<file path="src/design/shoot_defines.svh">
// shoot defines: screen, goal mouth and keeper geometry, tint colours, verdict hold time
`ifndef SHOOT_DEFINES_SVH
`define SHOOT_DEFINES_SVH

// screen and pointer
`define SHOOT_SCREEN_WIDTH    1024
`define SHOOT_POS_W           12     // mouse coordinate width
`define SHOOT_CNT_W           11     // vga pixel counter width

// goal mouth, right post mirrors the left one
`define SHOOT_POST_INNER      112
`define SHOOT_CROSSBAR_BOTTOM 200
`define SHOOT_POST_BOTTOM     600

// keeper box, inclusive bounds
`define SHOOT_GK_LEFT         400
`define SHOOT_GK_RIGHT        600
`define SHOOT_GK_TOP          250
`define SHOOT_GK_BOTTOM       550

// keeper tint colours, 4 bits per channel
`define SHOOT_RGB_AIM         12'h0_0_F   // blue
`define SHOOT_RGB_GOAL        12'h0_F_0   // green
`define SHOOT_RGB_MISS        12'h F_0_0  // red

// verdict display, roughly a quarter second at 50 MHz
`define SHOOT_HOLD_CYCLES     13003902

`endif

</file>
<file path="src/design/shoot_pkg.sv">
// shoot package: game phase, shooter round state and keeper tint encodings
package shoot_pkg;

    // phase of the whole game, driven from the main game FSM
    typedef enum logic [1:0] {
        MENU,
        SHOOTER,
        KEEPER,
        OVER
    } game_phase_t;

    typedef enum logic [2:0] {
        IDLE,
        ENGAGE,      // phase seen once, wait for a second sample
        AIM,
        RESULT,
        GOAL,
        MISS,
        TERMINATE
    } round_state_t;

    // colour choice for the keeper box
    typedef enum logic [1:0] {
        TINT_NONE,
        TINT_AIM,
        TINT_GOAL,
        TINT_MISS
    } keeper_tint_t;

endpackage

</file>
<file path="src/design/keeper_overlay.sv">
`timescale 1ns/1ps
// keeper overlay: one register stage on the vga stream, paints the keeper box in the tint colour
`include "shoot_defines.svh"

module keeper_overlay (
    input  logic                    clk,
    input  logic                    rst,
    input  shoot_pkg::keeper_tint_t tint,
    input  logic [`SHOOT_CNT_W-1:0] in_hcount,
    input  logic [`SHOOT_CNT_W-1:0] in_vcount,
    input  logic                    in_hsync,
    input  logic                    in_vsync,
    input  logic                    in_hblnk,
    input  logic                    in_vblnk,
    input  logic [11:0]             in_rgb,
    output logic [`SHOOT_CNT_W-1:0] out_hcount,
    output logic [`SHOOT_CNT_W-1:0] out_vcount,
    output logic                    out_hsync,
    output logic                    out_vsync,
    output logic                    out_hblnk,
    output logic                    out_vblnk,
    output logic [11:0]             out_rgb
);

    logic        in_box;
    logic [11:0] tint_rgb;
    logic [11:0] rgb_nxt;

    assign in_box = (in_hcount >= `SHOOT_GK_LEFT) && (in_hcount <= `SHOOT_GK_RIGHT) &&
                    (in_vcount >= `SHOOT_GK_TOP) && (in_vcount <= `SHOOT_GK_BOTTOM);

    always_comb begin
        case (tint)
            shoot_pkg::TINT_AIM:  tint_rgb = `SHOOT_RGB_AIM;
            shoot_pkg::TINT_GOAL: tint_rgb = `SHOOT_RGB_GOAL;
            shoot_pkg::TINT_MISS: tint_rgb = `SHOOT_RGB_MISS;
            default:              tint_rgb = in_rgb;   // no keeper shown
        endcase
    end

    assign rgb_nxt = (in_box && (tint != shoot_pkg::TINT_NONE)) ? tint_rgb : in_rgb;

    always_ff @(posedge clk) begin
        if (rst) begin
            out_hcount <= '0;
            out_vcount <= '0;
            out_hsync  <= 1'b0;
            out_vsync  <= 1'b0;
            out_hblnk  <= 1'b0;
            out_vblnk  <= 1'b0;
            out_rgb    <= '0;
        end else begin
            out_hcount <= in_hcount;
            out_vcount <= in_vcount;
            out_hsync  <= in_hsync;
            out_vsync  <= in_vsync;
            out_hblnk  <= in_hblnk;
            out_vblnk  <= in_vblnk;
            out_rgb    <= rgb_nxt;
        end
    end

    a_pass_untinted: assert property (
        @(posedge clk) disable iff (rst)
        (!$past(rst) && ($past(tint) == shoot_pkg::TINT_NONE)) |-> (out_rgb == $past(in_rgb))
    );

endmodule

</file>
<file path="src/design/round_fsm.sv">
`timescale 1ns/1ps
// round fsm: sequences one solo shooter round, holds the verdict and flags the round end
module round_fsm #(
    parameter int hold_cycles = 20
) (
    input  logic                    clk,
    input  logic                    rst,
    input  shoot_pkg::game_phase_t  game_phase,
    input  logic                    left_clicked,
    input  logic                    goal,
    output logic                    capture,
    output shoot_pkg::keeper_tint_t tint,
    output logic                    is_scored,
    output logic                    round_done,
    output logic                    end_sh
);

    localparam int CNT_W = (hold_cycles > 1) ? $clog2(hold_cycles) : 1;
    localparam logic [CNT_W-1:0] CNT_LAST = CNT_W'(hold_cycles - 1);

    shoot_pkg::round_state_t state;
    shoot_pkg::round_state_t state_nxt;
    shoot_pkg::keeper_tint_t tint_nxt;
    logic [CNT_W-1:0]        cnt;
    logic [CNT_W-1:0]        cnt_nxt;
    logic                    hold_end;
    logic                    hold_nxt;

    assign capture  = (state == shoot_pkg::AIM) && left_clicked;  // single cycle, AIM only
    assign hold_end = (cnt == CNT_LAST);
    assign hold_nxt = (state_nxt == shoot_pkg::GOAL) || (state_nxt == shoot_pkg::MISS);

    always_comb begin
        state_nxt = state;
        cnt_nxt   = '0;
        case (state)
            shoot_pkg::IDLE: begin
                if (game_phase == shoot_pkg::SHOOTER)
                    state_nxt = shoot_pkg::ENGAGE;
            end
            shoot_pkg::ENGAGE: begin
                if (game_phase == shoot_pkg::SHOOTER)
                    state_nxt = shoot_pkg::AIM;
                else
                    state_nxt = shoot_pkg::IDLE;  // phase dropped, no round
            end
            shoot_pkg::AIM: begin
                if (capture)
                    state_nxt = shoot_pkg::RESULT;
            end
            shoot_pkg::RESULT: begin
                state_nxt = goal ? shoot_pkg::GOAL : shoot_pkg::MISS;
            end
            shoot_pkg::GOAL, shoot_pkg::MISS: begin
                if (hold_end)
                    state_nxt = shoot_pkg::TERMINATE;
                else
                    cnt_nxt = cnt + CNT_W'(1);
            end
            shoot_pkg::TERMINATE: begin
                state_nxt = shoot_pkg::IDLE;
            end
            default: begin
                state_nxt = shoot_pkg::IDLE;
            end
        endcase
    end

    // keeper colour follows the state one for one
    always_comb begin
        case (state_nxt)
            shoot_pkg::AIM,
            shoot_pkg::RESULT: tint_nxt = shoot_pkg::TINT_AIM;
            shoot_pkg::GOAL:   tint_nxt = shoot_pkg::TINT_GOAL;
            shoot_pkg::MISS:   tint_nxt = shoot_pkg::TINT_MISS;
            default:           tint_nxt = shoot_pkg::TINT_NONE;
        endcase
    end

    always_ff @(posedge clk) begin
        if (rst) begin
            state      <= shoot_pkg::IDLE;
            cnt        <= '0;
            tint       <= shoot_pkg::TINT_NONE;
            is_scored  <= 1'b0;
            round_done <= 1'b0;
            end_sh     <= 1'b0;
        end else begin
            state      <= state_nxt;
            cnt        <= cnt_nxt;
            tint       <= tint_nxt;
            is_scored  <= (state_nxt == shoot_pkg::GOAL);
            round_done <= hold_nxt && (cnt_nxt == CNT_LAST);  // last hold cycle
            end_sh     <= (state_nxt == shoot_pkg::TERMINATE);
        end
    end

    a_done_in_hold: assert property (
        @(posedge clk) disable iff (rst)
        round_done |-> (state == shoot_pkg::GOAL) || (state == shoot_pkg::MISS)
    );

    // the end pulse comes only after the goal display has finished
    a_scored_end_excl: assert property (
        @(posedge clk) disable iff (rst)
        !(is_scored && end_sh)
    );

endmodule

</file>
<file path="src/design/shoot_top.sv">
`timescale 1ns/1ps
// shoot top: solo penalty shooter, round control, shot judging and keeper overlay
`include "shoot_defines.svh"

module shoot_top #(
    parameter int hold_cycles = `SHOOT_HOLD_CYCLES
) (
    input  logic                    clk,
    input  logic                    rst,
    input  shoot_pkg::game_phase_t  game_phase,
    input  logic [`SHOOT_POS_W-1:0] xpos,
    input  logic [`SHOOT_POS_W-1:0] ypos,
    input  logic                    left_clicked,
    input  logic [`SHOOT_CNT_W-1:0] in_hcount,
    input  logic [`SHOOT_CNT_W-1:0] in_vcount,
    input  logic                    in_hsync,
    input  logic                    in_vsync,
    input  logic                    in_hblnk,
    input  logic                    in_vblnk,
    input  logic [11:0]             in_rgb,
    output logic                    is_scored,
    output logic                    round_done,
    output logic                    end_sh,
    output logic [`SHOOT_CNT_W-1:0] out_hcount,
    output logic [`SHOOT_CNT_W-1:0] out_vcount,
    output logic                    out_hsync,
    output logic                    out_vsync,
    output logic                    out_hblnk,
    output logic                    out_vblnk,
    output logic [11:0]             out_rgb
);

    logic                    capture;
    logic                    goal;
    shoot_pkg::keeper_tint_t tint;

    round_fsm #(
        .hold_cycles (hold_cycles)
    ) u_round_fsm (
        .clk          (clk),
        .rst          (rst),
        .game_phase   (game_phase),
        .left_clicked (left_clicked),
        .goal         (goal),
        .capture      (capture),
        .tint         (tint),
        .is_scored    (is_scored),
        .round_done   (round_done),
        .end_sh       (end_sh)
    );

    shot_judge u_shot_judge (
        .clk     (clk),
        .rst     (rst),
        .capture (capture),
        .xpos    (xpos),
        .ypos    (ypos),
        .goal    (goal)
    );

    keeper_overlay u_keeper_overlay (
        .clk        (clk),
        .rst        (rst),
        .tint       (tint),
        .in_hcount  (in_hcount),
        .in_vcount  (in_vcount),
        .in_hsync   (in_hsync),
        .in_vsync   (in_vsync),
        .in_hblnk   (in_hblnk),
        .in_vblnk   (in_vblnk),
        .in_rgb     (in_rgb),
        .out_hcount (out_hcount),
        .out_vcount (out_vcount),
        .out_hsync  (out_hsync),
        .out_vsync  (out_vsync),
        .out_hblnk  (out_hblnk),
        .out_vblnk  (out_vblnk),
        .out_rgb    (out_rgb)
    );

endmodule

</file>
<file path="src/design/shot_judge.sv">
`timescale 1ns/1ps
// shot judge: latches the pointer on a click and decides goal or miss
`include "shoot_defines.svh"

module shot_judge (
    input  logic                    clk,
    input  logic                    rst,
    input  logic                    capture,
    input  logic [`SHOOT_POS_W-1:0] xpos,
    input  logic [`SHOOT_POS_W-1:0] ypos,
    output logic                    goal
);

    logic in_mouth;
    logic in_keeper;
    logic verdict;

    // goal mouth between the posts, below the crossbar
    assign in_mouth = (xpos >= `SHOOT_POST_INNER) &&
                      (xpos <= `SHOOT_SCREEN_WIDTH - `SHOOT_POST_INNER) &&
                      (ypos >= `SHOOT_CROSSBAR_BOTTOM) &&
                      (ypos <= `SHOOT_POST_BOTTOM);

    assign in_keeper = (xpos >= `SHOOT_GK_LEFT) &&
                       (xpos <= `SHOOT_GK_RIGHT) &&
                       (ypos >= `SHOOT_GK_TOP) &&
                       (ypos <= `SHOOT_GK_BOTTOM);

    assign verdict = in_mouth && !in_keeper;  // keeper saves anything in his box

    always_ff @(posedge clk) begin
        if (rst) begin
            goal <= 1'b0;
        end else if (capture) begin
            goal <= verdict;
        end
    end

    a_goal_known: assert property (
        @(posedge clk) disable iff (rst)
        !$isunknown(goal)
    );

endmodule
</file>
<file path="config.mk">
export PLATFORM = sky130hd
export DESIGN_NAME = shoot_top
export DESIGN_NICKNAME = d
export VERILOG_FILES = /design/src/design/shoot_pkg.sv /design/src/design/keeper_overlay.sv /design/src/design/round_fsm.sv /design/src/design/shoot_top.sv /design/src/design/shot_judge.sv
export VERILOG_INCLUDE_DIRS = /design/src /design/src/design
export SDC_FILE = /design/constraint.sdc
export NUM_CORES = 1
export LEC_CHECK = 0
export BUFFER_PORTS_ARGS = -buffer_cell sky130_fd_sc_hd__buf_4
export CAP_MARGIN = 10
export CELL_PAD_IN_SITES_DETAIL_PLACEMENT = 2
export CELL_PAD_IN_SITES_GLOBAL_PLACEMENT = 2
export CORE_UTILIZATION = 26
export DETAILED_ROUTE_END_ITERATION = 8
export GPL_TIMING_DRIVEN = 0
export PLACE_DENSITY = 0.78
export SLEW_MARGIN = 20
export SYNTH_ARGS = -nofsm -noshare
export SYNTH_HDL_FRONTEND = slang
export SYNTH_SLANG_ARGS = --single-unit
</file>
<file path="constraint.sdc">
create_clock -name clk -period 1.75 [get_ports clk]
set_input_delay 0.175 -clock clk [delete_from_list [all_inputs] [get_ports clk]]
set_output_delay 0.175 -clock clk [all_outputs]
set_load 0.005 [all_outputs]
</file>
==> impl_metrics.py, run 1 <==
metrics = {
    "status": {
        "status": "complete, but fails checks",
        "violations": "DRC, setup timing",
    },
    "detailed_routing": {
        "wl_per_cell_um": 23.9,
        "drc": 1,
        "postRouteAntennaNets": 0,
        "vias": 3447,
        "finalWirelength_um": 15600,
        "first_pass_iters": 6,
        "drt-initial-drc-count": 204,
        "viasPerCell": 5.27,
    },
    "timing": {
        "rsz0062_at_grt": "true",
        "final-setup-viol-count": 30,
        "skew_ns": 0.0110,
        "setup_slack_ns": -0.307,
        "period_needed_ns": 2.06,
        "setup-tns-final_ns": -6.20,
        "worstMarginPinSlew_ns": 0.869,
        "fmax_mhz": 486,
        "drv_slew": 0,
        "slew_headroom_pct": 42.1,
        "hold_violations": 0,
        "post-route-period-util_pct": 118,
    },
    "layout": {
        "final_util_pct": 44.0,
        "drive_above_1_share_pct": 47.9,
        "area_delta_synth_final_pct": 65.3,
        "final_nets": 571,
        "stdcell_count": 654,
        "nFillCells": 1244,
        "diodes": 0,
    },
    "grt": {
        "grt_pass1_vias": 3972,
        "grt_pass1_wl_um": 23200,
        "antenna_found_initial": 0,
        "gr-total-overflow": 0,
        "grt_max_degree": 14,
        "grtUsageTotal_pct": 24.5,
    },
    "floorplan": {
        "initial_core_util_pct": 26.6,
        "ios": 108,
        "rows": 40,
        "dieArea_um2": 12700,
        "core_um2": 12000,
        "die_y_um": 113,
        "die_w_um": 113,
    },
    "synthesis": {
        "syn_nets": 422,
        "synth_seq_area_share_pct": 44.6,
        "yosys_warnings": 0,
        "ys_ff_latch": 71,
        "synthFlopType": "dfxtp_1",
        "yosys.area.top_type_share_pct": 44.6,
        "synthCells": 353,
        "ys_async_sr_fraction_pct": 0,
        "synth.distinct_cells": 61,
        "synthTopCellsByArea": "dfxtp_1 (45%), nor2b_1 (6.1%), nor2_1 (3.7%), xor2_1 (3.0%), nand4_1 (2.8%)",
        "synth_area_per_cell_um2": 9.02,
        "synth_edf_count": 0,
        "yosys.area.top_type": "dfxtp_1",
        "synth_area_um2": 3180,
    },
    "clock_tree": {
        "cts-root-to-sink-buffers": 2,
        "cts_tree": "built",
        "cts_hold_buffers": 0,
        "clock-sinks": 71,
        "htreeDepth": 3,
        "cts_root_buf": "clkbuf_16",
        "clk_latency_ns": 0.35,
        "cts_made_buffers": 9,
        "path_clk_slew_ns": 0.06,
    },
    "critical_path": {
        "cp.depth": 7,
        "ff2ff_setup_slack_ns": -0.31,
        "r2r-end": "u_round_fsm.round_done",
        "crit_chain": "buf_6 > nand4_1 > buf_4 > or3_4 > a2111oi_4 > o22ai_2 > nor4_2",
        "worstPathRequired_ns": 1.97,
        "arrival_ns": 2.28,
        "cp_top_family": "simple AND/OR/NAND/NOR gates",
        "slowest_stage": "or3_4",
        "r2r_start": "u_round_fsm.cnt[3]",
        "endpoint_kind": "register",
        "worst-r2r-cell-count": 7,
        "path_buf_inv": 2,
        "critPathLaunchType": "register",
        "cp-startpoint": "u_round_fsm.cnt[3]",
        "cp_max_fo": 4,
        "critPathMaxStageDelay_ns": 0.40,
        "endpoint": "u_round_fsm.round_done",
        "path_class": "reg -> reg",
    },
    "place": {
        "dp_slack_ns": -0.834,
        "dp_cells": 607,
        "dpl.hpwl_um": 8300,
        "port_buffers": 107,
        "gp_congestion": 0.760,
    },
    "power_and_ir_drop": {
        "ir_drop_v": 0.000478,
        "powerDensity_nw_per_um2": 769,
        "p_leak_nw": 2.14,
    },
    "hold_path": {
        "hold_class": "in -> reg",
    },
    "job": {
        "drv_cap": 0,
    },
}
[worst reg2reg max path, stage by stage, from the launching register on]
cell	delay [ns]
dfxtp_2	0.34
buf_6	0.11
nand4_1	0.17
buf_4	0.20
or3_4	0.40
a2111oi_4	0.22
o22ai_2	0.14
nor4_2	0.37
[cells in the final DEF, fill, tap and decap left out, drive strengths merged, types with 5 or more instances in the layout]
| master | netlist | final |
|---|---|---|
| a211oi | 6 | 6 |
| a21oi | 7 | 7 |
| and3 | 6 | 6 |
| buf | 6 | 146 |
| clkbuf | 10 | 18 |
| dfxtp | 71 | 71 |
| inv | 18 | 19 |
| nand2 | 19 | 19 |
| nand3 | 11 | 11 |
| nand4 | 14 | 14 |
| nand4b | 5 | 5 |
| nor2 | 31 | 31 |
| nor2b | 31 | 31 |
| nor3 | 11 | 11 |
| nor4 | 5 | 5 |
| o211a | 7 | 7 |
| o21ai | 12 | 12 |
| xnor2 | 8 | 8 |
| xor2 | 11 | 11 |
[through the flow]
stage	hold slack (ns)	instance area, µm²	power, mW
2_1_floorplan	0.278	3270	1.82
3_3_place_gp	0.392	4260	2.05
3_5_place_dp	0.399	4260	2.07
4_1_cts	0.0422	5210	4.02
5_1_grt	0.0569	5260	4.15
6_report	0.0423	5260	4.05
[repair_timing]
action | CTS | global route
endpoints found under the setup margin | 43 | 43
pin swaps | 32 | 7
cloned | 2 | 0
endpoints found under the hold margin | 0 | 0
setup buffers | 32 | 5
resized for setup | 96 | 27
[routing by layer]
metal  share of wire [%]  global-route usage [%]
met5                   0                       0
met3                 3.0                    5.02
met4                 2.0                    11.8
met1                  40                    26.5
met2                  55                    45.3
[how the worst min path moves through the flow]
stage | from | end | slack [ns] | depth (start not counted)
floorplan | rst | u_round_fsm.cnt[0] | 0.28 | 1
global placement | in_vblnk | u_keeper_overlay.out_vblnk | 0.39 | 2
detailed placement | in_vsync | u_keeper_overlay.out_vsync | 0.40 | 2
CTS | in_vsync | u_keeper_overlay.out_vsync | 0.04 | 2
global route | in_vsync | u_keeper_overlay.out_vsync | 0.06 | 2
finish | in_vsync | u_keeper_overlay.out_vsync | 0.04 | 2
[synth_stat cells, drive strengths merged, types with 2 or more instances]
cell / instances
dfxtp: 71
o32ai: 4
a21boi: 2
or3: 2
nand4b: 5
o21a: 2
inv: 18
xnor2: 8
nand3b: 2
nand3: 11
nand4: 14
a21oi: 7
a211oi: 6
buf: 6
o21ai: 12
a2111oi: 3
nand2b: 4
nor2: 31
o311a: 2
and4: 4
or3b: 2
o311ai: 2
clkbuf: 10
nor4: 5
o211a: 7
nor3: 11
a31oi: 4
or2: 2
nor2b: 31
ha: 2
nand2: 19
and3: 6
o211ai: 2
nor4b: 2
a211o: 2
or4: 3
xor2: 11
[cell families after synthesis]
kind of cell / after synthesis / share of synthesized area [%]
AND/OR/NAND/NOR: 158 / 28.3
AO/OA/AOI/OAI: 68 / 16.3
multiplexers: 1 / 0.314
XOR/XNOR: 19 / 5.23
flip-flops: 71 / 44.6
adder cells (fa/ha/maj): 2 / 0.786
buffers and inverters: 34 / 4.40
[state kept, by name, summed over array words and instances, names as in the netlist, 2 cells and up]
| name | count |
|---|---|
| u_keeper_overlay.out_rgb | 12 |
| u_round_fsm.cnt | 24 |
| u_keeper_overlay.out_hcount | 11 |
| u_round_fsm.tint | 2 |
| u_keeper_overlay.out_vcount | 11 |
| u_round_fsm.state | 3 |
[layout make-up]
class,instances,area (µm²),area share [%]
buffer,12,91.3,1.74
clock buffer,10,239,4.54
clock inverter,6,68.8,1.31
inverter,18,70.1,1.33
multi-input combinational,248,2030,38.6
sequential,71,1440,27.4
tap,147,184,3.49
timing repair buffer,142,1140,21.6
[power by group]
part	leakage (nW)	internal (mW)	switching (mW)
clock network	0.149	1.15	0.816
logic	1.40	0.212	0.182
registers	0.590	1.66	0.0220
Note: power is estimated with default switching activity, not from simulation.
==> run 2: changes to the inputs <==
CORE_MARGIN = 3   (was default)
==> impl_metrics.py, run 2 (synthesis gave the netlist of run 1 again) <==
metrics = {
    "detailed_routing": {
        "wl_per_cell_um": 24.2,
        "drt-initial-drc-count": 187,
        "vias": 3411,
        "first_pass_iters": 4,
        "drc": 0,
        "postRouteAntennaNets": 0,
        "viasPerCell": 5.34,
        "finalWirelength_um": 15400,
    },
    "critical_path": {
        "endpoint_kind": "register",
        "arrival_ns": 2.44,
        "endpoint": "u_round_fsm.round_done",
        "ff2ff_setup_slack_ns": -0.46,
        "worstPathRequired_ns": 1.98,
        "r2r-end": "u_round_fsm.round_done",
        "cp-startpoint": "u_round_fsm.cnt[1]",
        "critPathLaunchType": "register",
        "cp_max_fo": 10,
        "worst-r2r-cell-count": 7,
        "r2r_start": "u_round_fsm.cnt[1]",
        "path_class": "reg -> reg",
    },
    "power_and_ir_drop": {
        "p_leak_nw": 2.12,
        "pwr-share-clk_pct": 50.0,
        "ir_drop_v": 0.000421,
        "powerDensity_nw_per_um2": 795,
        "swShare_pct": 24.3,
        "p_sw_mw": 1.01,
        "finalPower_mw": 4.16,
        "pwr-share-seq_pct": 40.4,
        "internal_power_mw": 3.15,
        "combinationalPowerShare_pct": 9.6,
    },
    "timing": {
        "fmax_mhz": 453,
        "setup_slack_ns": -0.459,
        "slew_headroom_pct": 44.5,
        "rsz0062_at_grt": "true",
        "skew_ns": 0.00603,
        "final-setup-viol-count": 32,
        "setup-tns-final_ns": -10.02,
        "hold_violations": 0,
        "post-route-period-util_pct": 126,
        "period_needed_ns": 2.21,
        "worstMarginPinSlew_ns": 0.833,
        "drv_slew": 0,
    },
    "grt": {
        "grt_pass1_wl_um": 21100,
        "met3_usage_pct": 3.73,
        "antenna_found_initial": 0,
        "grt_max_degree": 15,
        "grt_pass1_vias": 3656,
        "grtUsageTotal_pct": 20.3,
        "gr-total-overflow": 0,
        "grt.met1_usage_pct": 23.7,
        "grt_busiest_layer": "met2",
        "grt_use_met2_pct": 36.9,
    },
    "clock_tree": {
        "path_clk_slew_ns": 0.06,
        "cts_made_buffers": 9,
        "cts_root_buf": "clkbuf_16",
        "cts_tree": "built",
        "clock-sinks": 71,
        "cts-root-to-sink-buffers": 2,
        "clk_latency_ns": 0.34,
        "htreeDepth": 3,
    },
    "floorplan": {
        "initial_core_util_pct": 27.2,
        "die_w_um": 117,
        "ios": 108,
        "rows": 39,
        "die_y_um": 117,
        "dieArea_um2": 13600,
        "core_um2": 11700,
    },
    "layout": {
        "multiInputGateArea_um2": 2020,
        "area_delta_synth_final_pct": 64.2,
        "top_register": "u_round_fsm.cnt",
        "diodes": 0,
        "final_nets": 560,
        "mostFrequentLayoutCells": "buf_4 (118), dfxtp_1 (56), nor2b_1 (30)",
        "final_common_cell": "buf_4",
        "seqCellArea_um2": 1450,
        "drive_above_1_share_pct": 46.8,
        "fin_area_um2": 5230,
        "final_util_pct": 44.7,
        "largest_reg_flops": 24,
        "nFillCells": 1219,
        "reg_top3": "u_round_fsm.cnt: 24 flops, u_keeper_overlay.out_rgb: 12 flops",
    },
    "status": {
        "violations": "setup timing",
        "status": "complete, but fails checks",
    },
    "place": {
        "dpl.hpwl_um": 8690,
        "port_buffers": 107,
        "gp_congestion": 0.793,
        "place_area_um2": 4250,
    },
    "hold_path": {
        "hold_class": "in -> reg",
    },
    "job": {
        "drv_cap": 0,
    },
}
run 2: changes by cell type in the layout (fill, tap and decap cells not counted), sizes merged:
cell and change:
buf -10, clkbuf -2, inv +2, bufinv +1
clkinv -1, clkinvlp -1
run 2: final cells by class:
class,instances,area share [%]
Buffer,14,2.49
Clock buffer,9,4.31
Clock inverter,7,1.99
Inverter,18,1.29
Multi-Input combinational cell,248,38.6
Sequential cell,71,27.6
Tap cell,143,3.42
Timing Repair Buffer,129,20.3
run 2: per-stage QoR:
stage | worst slack (ns) | hold WS [ns] | std cells
2_1_floorplan | -0.0791 | 0.278 | 353
3_3_place_gp | -0.718 | 0.395 | 603
3_5_place_dp | -0.760 | 0.409 | 603
4_1_cts | -0.203 | 0.0434 | 629
5_1_grt | -0.485 | 0.0614 | 639
6_report | -0.459 | 0.0495 | 639
run 2: worst min path at each step:
stage / start / to / depth (start not counted)
global placement: in_vblnk / u_keeper_overlay.out_vblnk / 2
global route: in_hsync / u_keeper_overlay.out_hsync / 2
detailed placement: in_hsync / u_keeper_overlay.out_hsync / 2
finish: in_hsync / u_keeper_overlay.out_hsync / 2
floorplan: rst / u_round_fsm.cnt[0] / 1
CTS: in_hcount[5] / u_keeper_overlay.out_hcount[5] / 2
run 2: repair_timing:
item	in CTS	in global routing
endpoints found under the setup margin	39	43
pin swaps	20	19
resized for setup	73	45
gates cloned	2	1
buffers inserted	10	11
hold buffers	0	0
run 2: power groups by stage:
stage | Sequential [mW] | Clock (mW) | Combinational, mW
2_1_floorplan | 1.72 | 0 | 0.0992
3_3_place_gp | 1.71 | 0 | 0.341
3_5_place_dp | 1.72 | 0 | 0.358
4_1_cts | 1.68 | 2.10 | 0.377
5_1_grt | 1.68 | 2.19 | 0.429
6_report | 1.68 | 2.08 | 0.400
run 2: routing by layer:
metal / up-vias / part of all wire (%)
met5: - / 0
li1: 1559 / -
met1: 1733 / 39
met3: 25 / 3.5
met4: 0 / 2.8
met2: 94 / 54
run 2: critical path, cell delays in order (launching register included):
cell	delay (ns)
dfxtp_2	0.42
ha_4	0.20
nand4_1	0.19
nor3_4	0.31
buf_8	0.18
a31oi_1	0.12
nand4b_1	0.30
nor4_4	0.39
==> run 3: changes to the inputs <==
CORE_MARGIN = 2   (was 3)
HOLD_SLACK_MARGIN = 0.05   (was default)
SLEW_MARGIN = default   (was 20)
==> impl_metrics.py, run 3 (synthesis gave the netlist of run 1 again) <==
metrics = {
    "clock_tree": {
        "clock-sinks": 71,
        "cts_root_buf": "clkbuf_16",
        "path_clk_slew_ns": 0.07,
        "clk_latency_ns": 0.34,
        "htreeDepth": 3,
        "cts_made_buffers": 9,
        "cts-root-to-sink-buffers": 2,
        "cts_tree": "built",
    },
    "layout": {
        "top_register": "u_round_fsm.cnt",
        "mostFrequentLayoutCells": "buf_4 (132), dfxtp_1 (56), nor2b_1 (30)",
        "final_common_cell": "buf_4",
        "drive_above_1_share_pct": 46.3,
        "diodes": 0,
        "stdcell_count": 650,
        "reg_top3": "u_round_fsm.cnt: 24 flops, u_keeper_overlay.out_rgb: 12 flops",
        "area_delta_synth_final_pct": 62.2,
        "fin_area_um2": 5160,
        "final_util_pct": 43.2,
        "final_nets": 567,
        "largest_reg_flops": 24,
    },
    "hold_path": {
        "min_from": "in_vblnk",
        "hold_class": "in -> reg",
        "hold_path_end": "u_keeper_overlay.out_vblnk",
        "min_path_cells": 2,
    },
    "floorplan": {
        "dieArea_um2": 13100,
        "die_y_um": 115,
        "initial_core_util_pct": 26.6,
        "rows": 40,
        "ios": 108,
        "die_w_um": 115,
        "core_um2": 12000,
    },
    "detailed_routing": {
        "first_pass_iters": 4,
        "wl_per_cell_um": 22.2,
        "postRouteAntennaNets": 0,
        "finalWirelength_um": 14400,
        "drc": 0,
        "drt-initial-drc-count": 144,
        "vias": 3382,
        "viasPerCell": 5.20,
    },
    "timing": {
        "slew_headroom_pct": 52.8,
        "setup_slack_ns": -0.370,
        "rsz0062_at_grt": "true",
        "post-route-period-util_pct": 121,
        "hold-worst-slack_ns": 0.0571,
        "hold_violations": 0,
        "drv_slew": 0,
        "final-setup-viol-count": 31,
        "skew_ns": 0.00797,
        "period_needed_ns": 2.12,
        "worstMarginPinSlew_ns": 0.708,
        "fmax_mhz": 472,
    },
    "power_and_ir_drop": {
        "powerDensity_nw_per_um2": 793,
        "p_leak_nw": 2.09,
        "ir_drop_v": 0.000464,
    },
    "status": {
        "status": "complete, but fails checks",
        "violations": "setup timing",
    },
    "critical_path": {
        "critPathLaunchType": "register",
        "r2r-end": "u_round_fsm.round_done",
        "worstPathRequired_ns": 1.98,
        "worst-r2r-cell-count": 9,
        "r2r_start": "u_round_fsm.cnt[3]",
        "ff2ff_setup_slack_ns": -0.37,
        "path_class": "reg -> reg",
        "cp_max_fo": 4,
        "arrival_ns": 2.35,
        "endpoint_kind": "register",
    },
    "job": {
        "drv_cap": 0,
    },
    "place": {
        "place_area_um2": 4260,
        "port_buffers": 107,
        "gp_congestion": 0.808,
        "dpl.hpwl_um": 8590,
        "dp_slack_ns": -0.727,
        "dp_cells": 607,
    },
    "grt": {
        "gr-total-overflow": 0,
        "grt_pass1_wl_um": 20700,
        "grtUsageTotal_pct": 20.6,
        "grt_pass1_vias": 3706,
        "grt_max_degree": 15,
        "antenna_found_initial": 0,
    },
}
-- run 3: changes by cell type in the layout (fill, tap and decap cells not counted), sizes merged --
cell         previous run  this run
buf                   136       140
clkbuf                 16        18
clkinv                  2         3
dlygate4sd3             0         1
inv                    21        20
-- run 3: cell type report --
type	instances	area, µm²
fill	1272	6800
multi-input combinational	248	1940
sequential	71	1460
timing repair buffer	136	1060
clock buffer	9	225
tap	147	184
buffer	14	128
clock inverter	7	104
inverter	18	67.6
-- run 3: per-layer routing --
metal / global-route usage [%] / part of all wire [%] / vias to the layer above / wire [µm]
met2: 37.3 / 53 / 102 / 7720
met3: 3.55 / 3.5 / 25 / 500
met4: 7.48 / 2.6 / 0 / 376
met5: 0 / 0 / - / 0
li1: - / - / 1574 / -
met1: 24.4 / 40 / 1681 / 5850
-- run 3: worst max path at each step --
stage,from,to,slack (ns),depth (start not counted)
6_report,u_round_fsm.cnt[3],u_round_fsm.round_done,-0.37,9
5_1_grt,u_round_fsm.cnt[9],u_round_fsm.round_done,-0.46,6
4_1_cts,u_round_fsm.cnt[19],u_round_fsm.end_sh,-0.14,7
3_5_place_dp,u_round_fsm.cnt[0],u_round_fsm.round_done,-0.73,7
3_3_place_gp,u_round_fsm.cnt[0],u_round_fsm.round_done,-0.74,7
2_1_floorplan,u_round_fsm.cnt[17],u_round_fsm.state[0],-0.08,6
-- run 3: critical path, cell delays in order, from the launching register on --
cell and delay (ns):
dfxtp_2 0.32, buf_6 0.12, buf_4 0.13, nand2_1 0.15, nor4_4 0.07, buf_4 0.16
buf_4 0.13, a2111oi_2 0.37, o21ai_1 0.19, nor4_2 0.35
-- run 3: where the power goes --
group          leakage, nW  internal (mW)  switching [mW]
clock                0.161           1.27           0.780
sequential           0.592           1.66          0.0184
combinational         1.33          0.210           0.168
total                 2.09           3.13           0.966
-- run 3: metrics by stage --
stage | total power [mW] | TNS (ns)
4_1_cts | 4.11 | -3.19
2_1_floorplan | 1.82 | -1.59
3_5_place_dp | 2.08 | -16.63
6_report | 4.10 | -8.06
3_3_place_gp | 2.05 | -15.40
5_1_grt | 4.23 | -9.73
-- run 3: timing repair --
action	4_1_cts	5_1_grt
gates cloned	0	2
hold buffers	1	0
pin swaps	19	13
setup buffers	19	7
gates resized for setup	59	39
setup endpoints to repair	39	40
endpoints found under the hold margin	1	0
